--- config.mk ---
export PLATFORM = sky130hd
export DESIGN_NAME = modfield_top
export DESIGN_NICKNAME = d
export VERILOG_FILES = /design/src/source/modfield_pkg.sv /design/src/source/apb_bridge.sv /design/src/source/arith_pipe.sv /design/src/source/mod_inverter.sv /design/src/source/modfield_top.sv /design/src/source/mop_sequencer.sv /design/src/source/operand_ram.sv /design/src/source/write_arbiter.sv
export SDC_FILE = /design/constraint.sdc
export NUM_CORES = 2
export LEC_CHECK = 0
export BUFFER_PORTS_ARGS = -buffer_cell sky130_fd_sc_hd__clkbuf_2
export CORE_ASPECT_RATIO = 1.4
export CORE_UTILIZATION = 30
export CTS_CLUSTER_SIZE = 20
export DETAILED_ROUTE_END_ITERATION = 6
export SYNTH_ARGS = -nofsm -noshare
export SYNTH_HDL_FRONTEND = slang
export SYNTH_SLANG_ARGS = --single-unit
--- constraint.sdc ---
create_clock -name clk -period 41.9 [get_ports clk]
set_input_delay 6.285 -clock clk [delete_from_list [all_inputs] [get_ports clk]]
set_output_delay 6.285 -clock clk [all_outputs]
set_load 0.005 [all_outputs]
--- src/source/modfield_pkg.sv ---
`default_nettype none

package modfield_pkg;

    //////////////////////////////
    // Default sizes and modulus
    //////////////////////////////
    localparam int DEF_DATA_W  = 16;
    localparam int DEF_ADDR_W  = 5;
    localparam int DEF_MODULUS = 65521;

    // Issue to memory write, in cycles
    localparam int PIPE_LAT = 6;

    localparam int FUNC_W  = 3;
    localparam int PADDR_W = 9;
    localparam int PDATA_W = 32;

    // APB map
    localparam int MEM_SPAN      = 'h080;
    localparam int REG_CTRL      = 'h100;
    localparam int REG_STATUS    = 'h104;
    localparam int CTRL_START    = 0;
    localparam int CTRL_FUNC_LSB = 1;

    //////////////////////////////
    // Micro-op format
    //////////////////////////////
    localparam int MOP_W  = 24;
    localparam int MOP_AW = 5;

    typedef enum logic [1:0] {OPC_NOP, OPC_ARITH, OPC_INV, OPC_END} opc_e;
    typedef enum logic [1:0] {PRE_PASS, PRE_SUMDIFF, PRE_SQ} pre_mode_e;
    // NDBL writes -2p
    typedef enum logic [1:0] {POST_PUT, POST_DBL, POST_NEG, POST_NDBL} post_mode_e;

    typedef union packed {
        struct packed {
            opc_e                           opc;
            logic                           barrier;
            logic [MOP_AW-1:0]              dst;
            logic [MOP_AW-1:0]              src0;
            logic [MOP_AW-1:0]              src1;
            pre_mode_e                      pre;
            post_mode_e                     post;
            logic [MOP_W-3*MOP_AW-8:0]      pad;
        } arith;
        struct packed {
            opc_e                           opc;
            logic                           barrier;
            logic [MOP_AW-1:0]              dst;
            logic [MOP_AW-1:0]              src0;
            logic [MOP_W-2*MOP_AW-4:0]      unused;
        } inv;
    } mop_u;

endpackage

`default_nettype wire

--- src/source/apb_bridge.sv ---
`timescale 1ns/10ps
`default_nettype none

module apb_bridge
    import modfield_pkg::*;
#(
    parameter int DATA_W = DEF_DATA_W,
    parameter int ADDR_W = DEF_ADDR_W
) (
    input  logic               clk,
    input  logic               rstn,
    input  logic               psel,
    input  logic               penable,
    input  logic               pwrite,
    input  logic [PADDR_W-1:0] paddr,
    input  logic [PDATA_W-1:0] pwdata,
    output logic [PDATA_W-1:0] prdata,
    output logic               pready,
    output logic               pslverr,
    input  logic               busy,
    input  logic               done,
    input  logic [DATA_W-1:0]  rd1_data,
    output logic               start,
    output logic [FUNC_W-1:0]  func,
    output logic               host_we,
    output logic [ADDR_W-1:0]  host_addr,
    output logic [DATA_W-1:0]  host_wdata,
    output logic [ADDR_W-1:0]  host_rd_addr
);

    logic access;
    logic sel_mem;
    logic sel_ctrl;
    logic sel_status;
    logic mem_rd;
    logic ctrl_wr;
    logic rd_wait;
    logic done_sticky;

    assign access     = psel && penable;
    assign sel_mem    = paddr < PADDR_W'(MEM_SPAN);
    assign sel_ctrl   = paddr == PADDR_W'(REG_CTRL);
    assign sel_status = paddr == PADDR_W'(REG_STATUS);
    assign mem_rd     = access && sel_mem && !pwrite && !busy;
    assign ctrl_wr    = access && sel_ctrl && pwrite && !busy;

    // Memory reads wait one cycle for the registered port
    assign pready  = access && (!mem_rd || rd_wait);
    assign pslverr = access && busy && (sel_mem || (sel_ctrl && pwrite && pwdata[CTRL_START]));

    assign host_we      = access && pwrite && sel_mem && !busy;
    assign host_addr    = paddr[ADDR_W+1:2];
    assign host_rd_addr = paddr[ADDR_W+1:2];
    assign host_wdata   = pwdata[DATA_W-1:0];

    always_comb begin
        prdata = '0;
        if (sel_mem) begin
            prdata = PDATA_W'(rd1_data);
        end else if (sel_status) begin
            prdata = PDATA_W'({done_sticky, busy});
        end else if (sel_ctrl) begin
            prdata = PDATA_W'(func) << CTRL_FUNC_LSB;
        end
    end

    always_ff @(posedge clk) begin
        if (!rstn) begin
            rd_wait     <= 1'b0;
            start       <= 1'b0;
            func        <= '0;
            done_sticky <= 1'b0;
        end else begin
            rd_wait <= mem_rd && !rd_wait;
            start   <= ctrl_wr && pwdata[CTRL_START];
            if (ctrl_wr) begin
                func <= pwdata[CTRL_FUNC_LSB +: FUNC_W];
            end
            if (ctrl_wr && pwdata[CTRL_START]) begin
                done_sticky <= 1'b0;
            end else if (done) begin
                done_sticky <= 1'b1;
            end
        end
    end

endmodule

`default_nettype wire

--- src/source/arith_pipe.sv ---
`timescale 1ns/10ps
`default_nettype none

module arith_pipe
    import modfield_pkg::*;
#(
    parameter int DATA_W  = DEF_DATA_W,
    parameter int ADDR_W  = DEF_ADDR_W,
    parameter int MODULUS = DEF_MODULUS
) (
    input  logic              clk,
    input  logic              rstn,
    input  mop_u              mop,
    input  logic              mop_valid,
    input  logic [DATA_W-1:0] rd0_data,
    input  logic [DATA_W-1:0] rd1_data,
    output logic              pipe_we,
    output logic [ADDR_W-1:0] pipe_waddr,
    output logic [DATA_W-1:0] pipe_wdata
);

    localparam int                  DLY     = PIPE_LAT - 1;
    localparam int                  ST_PRE  = 0;
    localparam int                  ST_POST = PIPE_LAT - 2;
    localparam logic [DATA_W-1:0]   M       = DATA_W'(MODULUS);
    localparam logic [2*DATA_W-1:0] M_WIDE  = (2*DATA_W)'(MODULUS);

    logic [DLY-1:0]        d_vld;
    mop_u [DLY-1:0]        d_mop;
    logic [DATA_W-1:0]     pre_a;
    logic [DATA_W-1:0]     pre_b;
    logic [2*DATA_W-1:0]   prod;
    logic [2*DATA_W-1:0]   red_hi;
    logic [DATA_W-1:0]     red_lo;

    function automatic logic [DATA_W-1:0] mod_add(input logic [DATA_W-1:0] a,
                                                  input logic [DATA_W-1:0] b);
        logic [DATA_W:0] s;
        s = a + b;
        if (s >= {1'b0, M}) begin
            s = s - {1'b0, M};
        end
        return s[DATA_W-1:0];
    endfunction

    function automatic logic [DATA_W-1:0] mod_sub(input logic [DATA_W-1:0] a,
                                                  input logic [DATA_W-1:0] b);
        return (a >= b) ? a - b : a + M - b;
    endfunction

    // Conditional subtraction of M<<i for i in [lo, hi], highest first
    function automatic logic [2*DATA_W-1:0] reduce(input logic [2*DATA_W-1:0] v,
                                                   input int hi, input int lo);
        logic [2*DATA_W-1:0] r;
        r = v;
        for (int i = DATA_W - 1; i >= 0; i--) begin
            if (i <= hi && i >= lo && r >= (M_WIDE << i)) begin
                r = r - (M_WIDE << i);
            end
        end
        return r;
    endfunction

    //////////////////////////////
    // Micro-op delay line
    //////////////////////////////
    always_ff @(posedge clk) begin
        if (!rstn) begin
            d_vld <= '0;
        end else begin
            d_vld <= {d_vld[DLY-2:0], mop_valid && mop.arith.opc == OPC_ARITH};
        end
    end

    always_ff @(posedge clk) begin
        d_mop <= {d_mop[DLY-2:0], mop};
    end

    //////////////////////////////
    // Datapath
    //////////////////////////////
    always_ff @(posedge clk) begin
        case (d_mop[ST_PRE].arith.pre)
            PRE_SUMDIFF: begin
                pre_a <= mod_add(rd0_data, rd1_data);
                pre_b <= mod_sub(rd0_data, rd1_data);
            end
            PRE_SQ: begin
                pre_a <= rd0_data;
                pre_b <= rd0_data;
            end
            default: begin
                pre_a <= rd0_data;
                pre_b <= rd1_data;
            end
        endcase
        prod   <= pre_a * pre_b;
        // Quotient bits split across the two stages
        red_hi <= reduce(prod, DATA_W - 1, DATA_W / 2);
        red_lo <= DATA_W'(reduce(red_hi, DATA_W / 2 - 1, 0));
    end

    // Post-add feeds the write port directly
    always_comb begin
        case (d_mop[ST_POST].arith.post)
            POST_DBL:  pipe_wdata = mod_add(red_lo, red_lo);
            POST_NEG:  pipe_wdata = mod_sub('0, red_lo);
            POST_NDBL: pipe_wdata = mod_sub('0, mod_add(red_lo, red_lo));
            default:   pipe_wdata = red_lo;
        endcase
    end

    assign pipe_we    = d_vld[ST_POST];
    assign pipe_waddr = ADDR_W'(d_mop[ST_POST].arith.dst);

endmodule

`default_nettype wire

--- src/source/mod_inverter.sv ---
`timescale 1ns/10ps
`default_nettype none

module mod_inverter
    import modfield_pkg::*;
#(
    parameter int DATA_W  = DEF_DATA_W,
    parameter int ADDR_W  = DEF_ADDR_W,
    parameter int MODULUS = DEF_MODULUS
) (
    input  logic              clk,
    input  logic              rstn,
    input  mop_u              mop,
    input  logic              mop_valid,
    input  logic [DATA_W-1:0] rd0_data,
    output logic              inv_we,
    output logic [ADDR_W-1:0] inv_waddr,
    output logic [DATA_W-1:0] inv_wdata
);

    localparam logic [DATA_W-1:0] M = DATA_W'(MODULUS);

    typedef enum logic [1:0] {S_IDLE, S_LOAD, S_RUN} state_e;

    state_e            state;
    logic [DATA_W-1:0] u;
    logic [DATA_W-1:0] v;
    logic [DATA_W-1:0] x1;
    logic [DATA_W-1:0] x2;

    function automatic logic [DATA_W-1:0] mod_sub(input logic [DATA_W-1:0] a,
                                                  input logic [DATA_W-1:0] b);
        return (a >= b) ? a - b : a + M - b;
    endfunction

    // x/2 mod M, M odd
    function automatic logic [DATA_W-1:0] mod_half(input logic [DATA_W-1:0] x);
        logic [DATA_W:0] s;
        s = x[0] ? {1'b0, x} + {1'b0, M} : {1'b0, x};
        return s[DATA_W:1];
    endfunction

    always_ff @(posedge clk) begin
        if (!rstn) begin
            state  <= S_IDLE;
            inv_we <= 1'b0;
        end else begin
            inv_we <= 1'b0;
            case (state)
                S_IDLE: begin
                    if (mop_valid && mop.inv.opc == OPC_INV) begin
                        state <= S_LOAD;
                    end
                end
                S_LOAD: begin
                    if (rd0_data == '0) begin
                        inv_we <= 1'b1;
                        state  <= S_IDLE;
                    end else begin
                        state <= S_RUN;
                    end
                end
                default: begin
                    if (u == DATA_W'(1) || v == DATA_W'(1)) begin
                        inv_we <= 1'b1;
                        state  <= S_IDLE;
                    end
                end
            endcase
        end
    end

    // Invariants x1*a = u and x2*a = v mod M
    always_ff @(posedge clk) begin
        if (state == S_IDLE && mop_valid) begin
            inv_waddr <= ADDR_W'(mop.inv.dst);
        end
        if (state == S_LOAD) begin
            u         <= rd0_data;
            v         <= M;
            x1        <= DATA_W'(1);
            x2        <= '0;
            inv_wdata <= '0;
        end else if (state == S_RUN) begin
            if (u == DATA_W'(1)) begin
                inv_wdata <= x1;
            end else if (v == DATA_W'(1)) begin
                inv_wdata <= x2;
            end else if (!u[0]) begin
                u  <= u >> 1;
                x1 <= mod_half(x1);
            end else if (!v[0]) begin
                v  <= v >> 1;
                x2 <= mod_half(x2);
            end else if (u >= v) begin
                u  <= (u - v) >> 1;
                x1 <= mod_half(mod_sub(x1, x2));
            end else begin
                v  <= (v - u) >> 1;
                x2 <= mod_half(mod_sub(x2, x1));
            end
        end
    end

endmodule

`default_nettype wire

--- src/source/modfield_top.sv ---
`timescale 1ns/10ps
`default_nettype none

module modfield_top
    import modfield_pkg::*;
#(
    parameter int DATA_W  = DEF_DATA_W,
    parameter int ADDR_W  = DEF_ADDR_W,
    parameter int MODULUS = DEF_MODULUS
) (
    input  logic               clk,
    input  logic               rstn,
    input  logic               psel,
    input  logic               penable,
    input  logic               pwrite,
    input  logic [PADDR_W-1:0] paddr,
    input  logic [PDATA_W-1:0] pwdata,
    output logic [PDATA_W-1:0] prdata,
    output logic               pready,
    output logic               pslverr
);

    logic              start;
    logic [FUNC_W-1:0] func;
    logic              busy;
    logic              done;
    mop_u              mop;
    logic              mop_valid;

    // Memory ports
    logic              host_we;
    logic [ADDR_W-1:0] host_addr;
    logic [DATA_W-1:0] host_wdata;
    logic [ADDR_W-1:0] host_rd_addr;
    logic [ADDR_W-1:0] rd0_addr;
    logic [ADDR_W-1:0] rd1_addr_seq;
    logic [ADDR_W-1:0] rd1_addr;
    logic [DATA_W-1:0] rd0_data;
    logic [DATA_W-1:0] rd1_data;
    logic              we;
    logic [ADDR_W-1:0] waddr;
    logic [DATA_W-1:0] wdata;
    logic              pipe_we;
    logic [ADDR_W-1:0] pipe_waddr;
    logic [DATA_W-1:0] pipe_wdata;
    logic              inv_we;
    logic [ADDR_W-1:0] inv_waddr;
    logic [DATA_W-1:0] inv_wdata;

    apb_bridge #(.DATA_W(DATA_W), .ADDR_W(ADDR_W)) u_apb (
        .clk, .rstn, .psel, .penable, .pwrite, .paddr, .pwdata, .prdata, .pready, .pslverr,
        .busy, .done, .rd1_data, .start, .func, .host_we, .host_addr, .host_wdata,
        .host_rd_addr
    );

    mop_sequencer #(.ADDR_W(ADDR_W)) u_seq (
        .clk, .rstn, .start, .func, .inv_we, .busy, .done, .mop, .mop_valid, .rd0_addr,
        .rd1_addr_seq
    );

    write_arbiter #(.DATA_W(DATA_W), .ADDR_W(ADDR_W)) u_arb (
        .busy, .host_we, .host_addr, .host_wdata, .pipe_we, .pipe_waddr, .pipe_wdata,
        .inv_we, .inv_waddr, .inv_wdata, .host_rd_addr, .rd1_addr_seq, .we, .waddr, .wdata,
        .rd1_addr
    );

    operand_ram #(.DATA_W(DATA_W), .ADDR_W(ADDR_W)) u_ram (
        .clk, .we, .waddr, .wdata, .rd0_addr, .rd1_addr, .rd0_data, .rd1_data
    );

    arith_pipe #(.DATA_W(DATA_W), .ADDR_W(ADDR_W), .MODULUS(MODULUS)) u_pipe (
        .clk, .rstn, .mop, .mop_valid, .rd0_data, .rd1_data, .pipe_we, .pipe_waddr,
        .pipe_wdata
    );

    mod_inverter #(.DATA_W(DATA_W), .ADDR_W(ADDR_W), .MODULUS(MODULUS)) u_inv (
        .clk, .rstn, .mop, .mop_valid, .rd0_data, .inv_we, .inv_waddr, .inv_wdata
    );

endmodule

`default_nettype wire

--- src/source/mop_sequencer.sv ---
`timescale 1ns/10ps
`default_nettype none

module mop_sequencer
    import modfield_pkg::*;
#(
    parameter int ADDR_W = DEF_ADDR_W
) (
    input  logic              clk,
    input  logic              rstn,
    input  logic              start,
    input  logic [FUNC_W-1:0] func,
    input  logic              inv_we,
    output logic              busy,
    output logic              done,
    output mop_u              mop,
    output logic              mop_valid,
    output logic [ADDR_W-1:0] rd0_addr,
    output logic [ADDR_W-1:0] rd1_addr_seq
);

    localparam int PC_W  = 4;
    localparam int CNT_W = $clog2(PIPE_LAT + 1);

    logic [PC_W-1:0]     pc;
    logic [CNT_W-1:0]    inflight;
    logic [PIPE_LAT-1:0] retire_sr;
    logic                inv_pending;
    mop_u                word;
    logic                is_end;
    logic                is_arith;
    logic                is_inv;
    logic                blocked;
    logic                issue;

    function automatic mop_u mk_arith(input logic bar, input logic [MOP_AW-1:0] dst,
                                      input logic [MOP_AW-1:0] src0,
                                      input logic [MOP_AW-1:0] src1,
                                      input pre_mode_e pre, input post_mode_e post);
        mop_u w;
        w.arith.opc     = OPC_ARITH;
        w.arith.barrier = bar;
        w.arith.dst     = dst;
        w.arith.src0    = src0;
        w.arith.src1    = src1;
        w.arith.pre     = pre;
        w.arith.post    = post;
        w.arith.pad     = '0;
        return w;
    endfunction

    function automatic mop_u mk_inv(input logic [MOP_AW-1:0] dst,
                                    input logic [MOP_AW-1:0] src0);
        mop_u w;
        w             = '0;
        w.inv.opc     = OPC_INV;
        w.inv.barrier = 1'b1;
        w.inv.dst     = dst;
        w.inv.src0    = src0;
        return w;
    endfunction

    //////////////////////////////
    // Routine ROM
    //////////////////////////////
    function automatic mop_u rom_word(input logic [PC_W-1:0] addr);
        mop_u w;
        w           = '0;
        w.arith.opc = OPC_END;
        case (addr)
            // 0: r2 = r0*r1
            4'd0: w = mk_arith(1'b0, 5'd2, 5'd0, 5'd1, PRE_PASS, POST_PUT);
            // 1: r2 = (r0+r1)(r0-r1)
            4'd2: w = mk_arith(1'b0, 5'd2, 5'd0, 5'd1, PRE_SUMDIFF, POST_PUT);
            // 2: r2 = 1/r0
            4'd4: w = mk_inv(5'd2, 5'd0);
            // 3: r2 = r0/r1
            4'd6: w = mk_inv(5'd3, 5'd1);
            4'd7: w = mk_arith(1'b1, 5'd2, 5'd0, 5'd3, PRE_PASS, POST_PUT);
            // 4: r2 = -2*r0^2*r1^2
            4'd9:  w = mk_arith(1'b0, 5'd3, 5'd0, 5'd0, PRE_SQ, POST_PUT);
            4'd10: w = mk_arith(1'b0, 5'd4, 5'd1, 5'd1, PRE_SQ, POST_PUT);
            4'd11: w = mk_arith(1'b1, 5'd2, 5'd3, 5'd4, PRE_PASS, POST_NDBL);
            default: ;
        endcase
        return w;
    endfunction

    function automatic logic [PC_W-1:0] entry(input logic [FUNC_W-1:0] f);
        case (f)
            3'd0:    return 4'd0;
            3'd1:    return 4'd2;
            3'd2:    return 4'd4;
            3'd3:    return 4'd6;
            3'd4:    return 4'd9;
            default: return 4'd13;
        endcase
    endfunction

    assign word     = rom_word(pc);
    assign is_end   = word.arith.opc == OPC_END;
    assign is_arith = word.arith.opc == OPC_ARITH;
    assign is_inv   = word.inv.opc == OPC_INV;
    assign blocked  = inv_pending || (word.arith.barrier && inflight != '0);
    assign issue    = busy && !is_end && !blocked;
    // Routine over once every write has landed
    assign done     = busy && is_end && inflight == '0 && !inv_pending;

    always_ff @(posedge clk) begin
        if (!rstn) begin
            busy        <= 1'b0;
            pc          <= '0;
            mop_valid   <= 1'b0;
            inflight    <= '0;
            retire_sr   <= '0;
            inv_pending <= 1'b0;
        end else begin
            mop_valid <= issue;
            retire_sr <= {retire_sr[PIPE_LAT-2:0], issue && is_arith};
            inflight  <= inflight + CNT_W'(issue && is_arith) - CNT_W'(retire_sr[PIPE_LAT-1]);
            if (issue && is_inv) begin
                inv_pending <= 1'b1;
            end else if (inv_we) begin
                inv_pending <= 1'b0;
            end
            if (!busy && start) begin
                busy <= 1'b1;
                pc   <= entry(func);
            end else if (done) begin
                busy <= 1'b0;
            end else if (issue) begin
                pc <= pc + 1'b1;
            end
        end
    end

    always_ff @(posedge clk) begin
        if (issue) begin
            mop          <= word;
            rd0_addr     <= ADDR_W'(word.arith.src0);
            rd1_addr_seq <= ADDR_W'(word.arith.src1);
        end
    end

endmodule

`default_nettype wire

--- src/source/operand_ram.sv ---
`timescale 1ns/10ps
`default_nettype none

module operand_ram #(
    parameter int DATA_W = 16,
    parameter int ADDR_W = 5
) (
    input  logic              clk,
    input  logic              we,
    input  logic [ADDR_W-1:0] waddr,
    input  logic [DATA_W-1:0] wdata,
    input  logic [ADDR_W-1:0] rd0_addr,
    input  logic [ADDR_W-1:0] rd1_addr,
    output logic [DATA_W-1:0] rd0_data,
    output logic [DATA_W-1:0] rd1_data
);

    logic [DATA_W-1:0] mem [2**ADDR_W];

    // Reads see the old word on a same-cycle write
    always_ff @(posedge clk) begin
        if (we) begin
            mem[waddr] <= wdata;
        end
        rd0_data <= mem[rd0_addr];
        rd1_data <= mem[rd1_addr];
    end

endmodule

`default_nettype wire

--- src/source/write_arbiter.sv ---
`timescale 1ns/10ps
`default_nettype none

module write_arbiter #(
    parameter int DATA_W = 16,
    parameter int ADDR_W = 5
) (
    input  logic              busy,
    input  logic              host_we,
    input  logic [ADDR_W-1:0] host_addr,
    input  logic [DATA_W-1:0] host_wdata,
    input  logic              pipe_we,
    input  logic [ADDR_W-1:0] pipe_waddr,
    input  logic [DATA_W-1:0] pipe_wdata,
    input  logic              inv_we,
    input  logic [ADDR_W-1:0] inv_waddr,
    input  logic [DATA_W-1:0] inv_wdata,
    input  logic [ADDR_W-1:0] host_rd_addr,
    input  logic [ADDR_W-1:0] rd1_addr_seq,
    output logic              we,
    output logic [ADDR_W-1:0] waddr,
    output logic [DATA_W-1:0] wdata,
    output logic [ADDR_W-1:0] rd1_addr
);

    // Inverter first, then pipeline, host only while idle
    always_comb begin
        if (inv_we) begin
            we    = 1'b1;
            waddr = inv_waddr;
            wdata = inv_wdata;
        end else if (pipe_we) begin
            we    = 1'b1;
            waddr = pipe_waddr;
            wdata = pipe_wdata;
        end else begin
            we    = host_we && !busy;
            waddr = host_addr;
            wdata = host_wdata;
        end
    end

    assign rd1_addr = busy ? rd1_addr_seq : host_rd_addr;

endmodule

`default_nettype wire

; ---- After elaboration in Yosys (flattened, before gate mapping)
; Memory sizes are Yosys's and may differ from the RTL's. A register that Yosys moved wholly into a read port is not among the register bits.
; Index checks and enable logic that the tools add are counted.
; W data, S select, Z words.
[classes]
n_addsub = 42
n_mul = 1
div = 0
magnitude_cmp = 25
n_eq_ne = 36
shift = 0
muxes = 75
bitwise_logic = 3
reduce_logical = 62
[ops]
columns = cell, n
row1 = $mux W32, 17
row2 = $mux W16, 28
row3 = $pmux W24 S8, 1
row4 = $sub A16 B16 Y16, 8
row5 = $add A16 B16 Y17 const B, 4
row6 = $mux W17, 4
row7 = $ge A16 B16 Y1, 4
row8 = $add A16 B16 Y16 const B, 3
row9 = $pmux W16 S3, 1
row10 = $sub A16 B16 Y16 const B, 3
row11 = $add A16 B16 Y17, 2
row12 = $ge A17 B16 Y1 const B, 2
row13 = $eq A16 B1 Y1 const B, 2
row14 = $ge A1 B16 Y1 const A, 2
row15 = $ge A32 B16 Y1 const B, 1
row16 = $ge A32 B17 Y1 const B, 1
row17 = $ge A32 B18 Y1 const B, 1
row18 = $ge A32 B19 Y1 const B, 1
row19 = $ge A32 B20 Y1 const B, 1
row20 = $ge A32 B21 Y1 const B, 1
row21 = $ge A32 B22 Y1 const B, 1
row22 = $ge A32 B23 Y1 const B, 1
row23 = $ge A32 B24 Y1 const B, 1
row24 = $ge A32 B25 Y1 const B, 1
row25 = other kinds (63), 153
[word_totals]
register_bits = 366
latch_bits = 0
ram_bits = 512
romBits = 0
in_bits = 46
output_inout_bits = 34
mem_count = 1
[mem_list]
columns = name, depth, word_bits, rd, rd_clocked_by_memory_dff, write_ports, line
row1 = u_ram.mem, 32, 16, 2, 2, 1, operand_ram.sv:18  ; logic [DATA_W-1:0] mem [2**ADDR_W];

; ---- Logic depth before layout (Yosys ltp)
[depth]
ltp_word = 16
ltp_mapped = 66
depth_no_buf = 52

; ---- By module
; From an unflattened synthesis, not the netlist that was laid out.
[unflattened]
cells_unflattened = 7537
area_unflattened_um2 = 69789.4
[by_module_without_submodules]
columns = module, n_inst, cells_per_inst, area_each_um2, seq_area_each_um2
row1 = arith_pipe, 1, 4021, 30360.4, 3083.0
row2 = operand_ram, 1, 1728, 25436.9, 16015.4
row3 = mod_inverter, 1, 1467, 11225.8, 1971.9
row4 = mop_sequencer, 1, 144, 1460.2, 680.7
row5 = apb_bridge, 1, 98, 768.2, 120.1
row6 = write_arbiter, 1, 79, 538.0, 0.0

; ---- Worst setup path before layout
; Ideal clock, no wire load.
[synth_timing]
path_kind = in2out
startpoint = input port paddr[4]
endpoint = output port pslverr
arrival_time_ns = 7.199
required_ns = 35.615
setup_slack_ns = 28.416
path_stages = 5
path_buffers = 0
path_cell_list = nor4b_1 > nand2_1 > nor2_1 > a31oi_1 > nor3b_1
[synth_between]
elab_chain_cells = 5
elab_cells_between_ends = 6
cone_classes = order compare: 1 / eq/ne: 1 / reduce/logical: 4
[synth_rtl]
columns = element, line
row1 = "start, declared", modfield_top.sv:16  ; input logic [PADDR_W-1:0] paddr,
row2 = branches (longest 3 deep; another with $lt A9 B8 Y1), --
row3 = $logic_or A1 B1 Y1 *, apb_bridge.sv:49  ; assign pslverr = access && busy && (sel_mem || (sel_ctrl && pwrite && pwdata[CTRL_START]));
row4 = $logic_and A1 B1 Y1 *, apb_bridge.sv:49
row5 = "end, declared", modfield_top.sv:20  ; output logic pslverr
; Mark *: on every way between the ends.

; ---- Worst setup path after layout
[layout_timing]
startpoint = register u_pipe.red_hi[11]
endpoint = register u_pipe.red_lo[13]
[layout_between]
elab_chain_cells = 16
elab_cells_between_ends = 24
cone_classes = add/sub: 8 / order compare: 8 / mux: 8
[layout_rtl]
columns = element, line
row1 = "start, declared", arith_pipe.sv:33  ; logic [2*DATA_W-1:0] red_hi;
row2 = "start signal, assigned", arith_pipe.sv:99  ; red_hi <= reduce(prod, DATA_W - 1, DATA_W / 2);
row3 = $sub A32 B23 Y32 or $ge A32 B23 Y1 (tied branches), "arith_pipe.sv:58, arith_pipe.sv:57"
row4 = $mux W32 *, arith_pipe.sv:57  ; if (i <= hi && i >= lo && r >= (M_WIDE << i)) begin
row5 = $sub A32 B22 Y32 or $ge A32 B22 Y1 (tied branches), "arith_pipe.sv:58, arith_pipe.sv:57"
row6 = $mux W32 *, arith_pipe.sv:57
row7 = $sub A32 B21 Y32 or $ge A32 B21 Y1 (tied branches), "arith_pipe.sv:58, arith_pipe.sv:57"
row8 = $mux W32 *, arith_pipe.sv:57
row9 = $sub A32 B20 Y32 or $ge A32 B20 Y1 (tied branches), "arith_pipe.sv:58, arith_pipe.sv:57"
row10 = $mux W32 *, arith_pipe.sv:57
row11 = $sub A32 B19 Y32 or $ge A32 B19 Y1 (tied branches), "arith_pipe.sv:58, arith_pipe.sv:57"
row12 = $mux W32 *, arith_pipe.sv:57
row13 = $sub A32 B18 Y32 or $ge A32 B18 Y1 (tied branches), "arith_pipe.sv:58, arith_pipe.sv:57"
row14 = $mux W32 *, arith_pipe.sv:57
row15 = $sub A32 B17 Y32 or $ge A32 B17 Y1 (tied branches), "arith_pipe.sv:58, arith_pipe.sv:57"
row16 = $mux W32 *, arith_pipe.sv:57
row17 = $ge A32 B16 Y1 or $sub A16 B16 Y16 (tied branches), "arith_pipe.sv:57, arith_pipe.sv:58"
row18 = $mux W16 *, arith_pipe.sv:57
row19 = "end signal, assigned", arith_pipe.sv:100  ; red_lo <= DATA_W'(reduce(red_hi, DATA_W / 2 - 1, 0));
row20 = "end, declared", arith_pipe.sv:34  ; logic [DATA_W-1:0] red_lo;
; Every way passes the cells marked *; elsewhere a longest branch is shown, timed or not.
; A chain may end at the register's enable or synchronous reset.

==> flow_summary.json <==
{
  "slew_viol_final": 0,
  "dieWidth_um": 388.7,
  "pwr-share-seq_pct": 18.5,
  "start_util_pct": 30.22,
  "htreeDepth": 3,
  "post_cts_buffers": 0,
  "power_switching_uw": 2823,
  "crit_type": "register to register",
  "dr_total_vias": 49314,
  "finalSetupViolCount": 0,
  "vdd_drop_max_uv": 67.87,
  "combPwrFrac_pct": 68.3,
  "die_y_um": 543.4,
  "layout_commonest_cell": "nand2_1",
  "path_clk_slew_ns": 0.06,
  "p_int_uw": 2688,
  "placed_cell_area_um2": 66000,
  "fmax_ghz": 0.05985,
  "fin_skew_ns": 0.08334,
  "path_max_fanout": 21,
  "fin_crit_ns": 16.71,
  "yosys_warnings": 0,
  "drive_above_1_share_pct": 10.43,
  "ant_nets": 0,
  "synth_top_area_cell": "edfxtp_1",
  "hold_buffers": 0,
  "status": "finished, violations left",
  "core-area_um2": 207900,
  "synth_edf_count": 542,
  "antenna_found_initial": 1,
  "timing.final.hold_violations": 0,
  "drcViolationCount": 5,
  "cts_root_buf": "clkbuf_16",
  "slowest_delay_ns": 0.86,
  "rows": 198,
  "post-place-ws_ns": 25.48,
  "ioPinCount": 80,
  "fin_setup_tns_ns": 0,
  "clock-sinks": 802,
  "max-cap-violations": 0,
  "fp.dieArea_um2": 211200,
  "cts_buffers": 76,
  "final_area_um2": 68660,
  "final_nets": 6916,
  "crit_slowest_cell": "nor3_1",
  "worst_pin_slew_ns": 1.223,
  "cts_resized": 0,
  "synthTopCellsByArea": "edfxtp_1, dfxtp_1, fa_1",
  "period_share_pct": 39.88,
  "critPathRequiredTime_ns": 42.44,
  "cts_tree": "yes",
  "final.setup.worst_slack_ns": 25.19,
  "p_clk_share_pct": 13.2,
  "synth-seq-area-share_pct": 34.20,
  "hold_path.class": "register to register",
  "clock_latency_ns": 0.74,
  "area_growth_pct": 9.306,
  "final_cell_mix": "nand2_1, edfxtp_1, inv_1",
  "syn_area_um2": 62810,
  "utilization_pct": 33.03,
  "post-dp-hpwl_um": 135300,
  "p_leak_uw": 0.02514,
  "slew-limit-headroom_pct": 18.17,
  "sw_frac_of_total_pct": 51.23,
  "cp-start-kind": "register",
  "grt_usage_pct": 16.89,
  "synth_cell_types": 131,
  "synth_area_per_cell_um2": 9.793,
  "drtPass1Iterations": 7,
  "overflow": 0,
  "grt_pass1_wl_um": 283700,
  "vias_per_cell": 5.422,
  "cts_buffer_depth": 3,
  "cpMostUsedCell": "xnor2_1",
  "crit_arrival_ns": 17.24,
  "drt-total-wl_um": 182400,
  "port_buffers": 47,
  "cp-end-kind": "register",
  "ys_seq_elements": 802,
  "async_reset_ff_share_pct": 0,
  "grt_max_degree": 129,
  "first_iter_violations": 3659,
  "grt_setup_unrepaired": "false",
  "syn_inst": 6414,
  "power_density_nw_per_um2": 80.26,
  "finalWeightedCongestion": 0.9231,
  "routedWlPerCell_um": 20.05,
  "failed_checks": "design-rule violations",
  "first_global_vias": 49868,
  "synth_flop_cell": "edfxtp_1",
  "synth.top_cell.area_share_pct": 25.91
}
[through the flow]
| stage | total power [uW] | hold slack (ns) | cells |
|---|---|---|---|
| 5_1_grt | 5923 | 0.3344 | 9096 |
| 3_3_place_gp | 4695 | 0.3121 | 8954 |
| 6_report | 5511 | 0.3270 | 9096 |
| 2_1_floorplan | 3852 | 0.3096 | 6429 |
| 3_5_place_dp | 4716 | 0.3121 | 8954 |
| 4_1_cts | 5477 | 0.3292 | 9095 |
[registers in the layout, summed over array words and instances, names as in the netlist, 16 cells and up]
name	flops
u_ram.mem	512
u_pipe.prod	32
u_pipe.red_hi	32
u_pipe.d_mop	19
u_inv.inv_wdata	16
u_inv.u	16
u_inv.v	16
u_inv.x1	16
u_inv.x2	16
u_pipe.pre_a	16
u_pipe.pre_b	16
u_pipe.red_lo	16
u_ram.rd0_data	16
u_ram.rd1_data	16
[layer usage]
layer  share of wire, %  wire length (um)  global-route usage (%)
met1                 39             70440                   18.90
met2                 53             96320                   31.87
met3                3.9              7050                   1.459
met4                4.7              8583                   8.187
met5                  0                 0                       0
[worst paths after layout]
path / startpoint / to / slack [ns] / cells past startpoint
worst max register to register: u_pipe.red_hi[11]$_DFF_P_ / u_pipe.red_lo[13]$_DFF_P_ / 25.19 / 51
worst max-delay path: u_pipe.red_hi[11]$_DFF_P_ / u_pipe.red_lo[13]$_DFF_P_ / 25.19 / 51
worst min register to register: u_pipe.d_mop[42]$_DFF_P_ / u_pipe.d_mop[66]$_DFF_P_ / 0.33 / 0
worst min-delay path: u_pipe.d_mop[42]$_DFF_P_ / u_pipe.d_mop[66]$_DFF_P_ / 0.33 / 0
[cell families after synthesis]
family	count (synthesis)	synth area share, %
muxes	279	8.023
adders and majority gates	538	13.49
AOI/OAI and AO/OA	1372	15.02
xor gates and xnor gates	513	7.153
and+or+nand+nor	2084	16.82
other	1	0.005970
buffers and inverters	825	5.291
DFF	802	34.20
[layout make-up]
class | count | area [um^2]
clock inverter | 38 | 561.8
inverter | 498 | 1869
timing repair buffer | 152 | 1036
antenna | 1 | 2.502
tap | 2700 | 3378
sequential | 802 | 21480
clock buffer | 103 | 2086
multi-input combinational | 4802 | 38240
fill | 21005 | 139200
[cells in the mapped netlist, types with 24 or more instances]
master / instances
o21ai_0: 224
and4_1: 30
nand2b_1: 45
mux2i_1: 67
nand3_1: 171
a21oi_1: 314
o21bai_1: 63
o2111ai_1: 26
inv_1: 493
o21a_1: 31
dfxtp_1: 260
nor4_1: 74
fa_1: 232
xnor2_1: 356
and2_1: 160
o22ai_1: 26
buf_4: 33
or2_2: 25
buf_1: 26
a211oi_1: 98
o211ai_1: 68
nor3_1: 132
nor3b_1: 24
clkbuf_1: 216
or4_1: 32
a21o_1: 72
xor2_1: 157
and3_1: 69
edfxtp_1: 542
or3_1: 41
nand4_1: 86
a221oi_1: 36
mux2_2: 35
nor2b_1: 32
ha_1: 306
nand2_1: 563
o21ai_1: 37
a31oi_1: 88
nor2_1: 493
mux4_2: 176
buf_2: 45
[power groups by stage]
stage | Sequential (uW) | Clock (uW) | Combinational, uW
after global routing | 1030 | 768 | 4130
after global placement | 1030 | 0 | 3660
final | 1020 | 725 | 3770
after CTS | 1020 | 740 | 3720
after detailed placement | 1030 | 0 | 3680
after floorplan | 981 | 0 | 2870
[worst max-delay path, delay by kind of cell, from the launching register on]
| kind | cells | cell delay (ns) |
|---|---|---|
| simple gates | 22 | 8.71 |
| compound gates | 12 | 2.67 |
| xor+xnor | 7 | 1.92 |
| fa+ha+maj | 5 | 1.38 |
| mux | 3 | 0.78 |
| flops | 1 | 0.55 |
| buf+inv | 2 | 0.49 |
No activity file was read; power rests on OpenSTA's default activity.
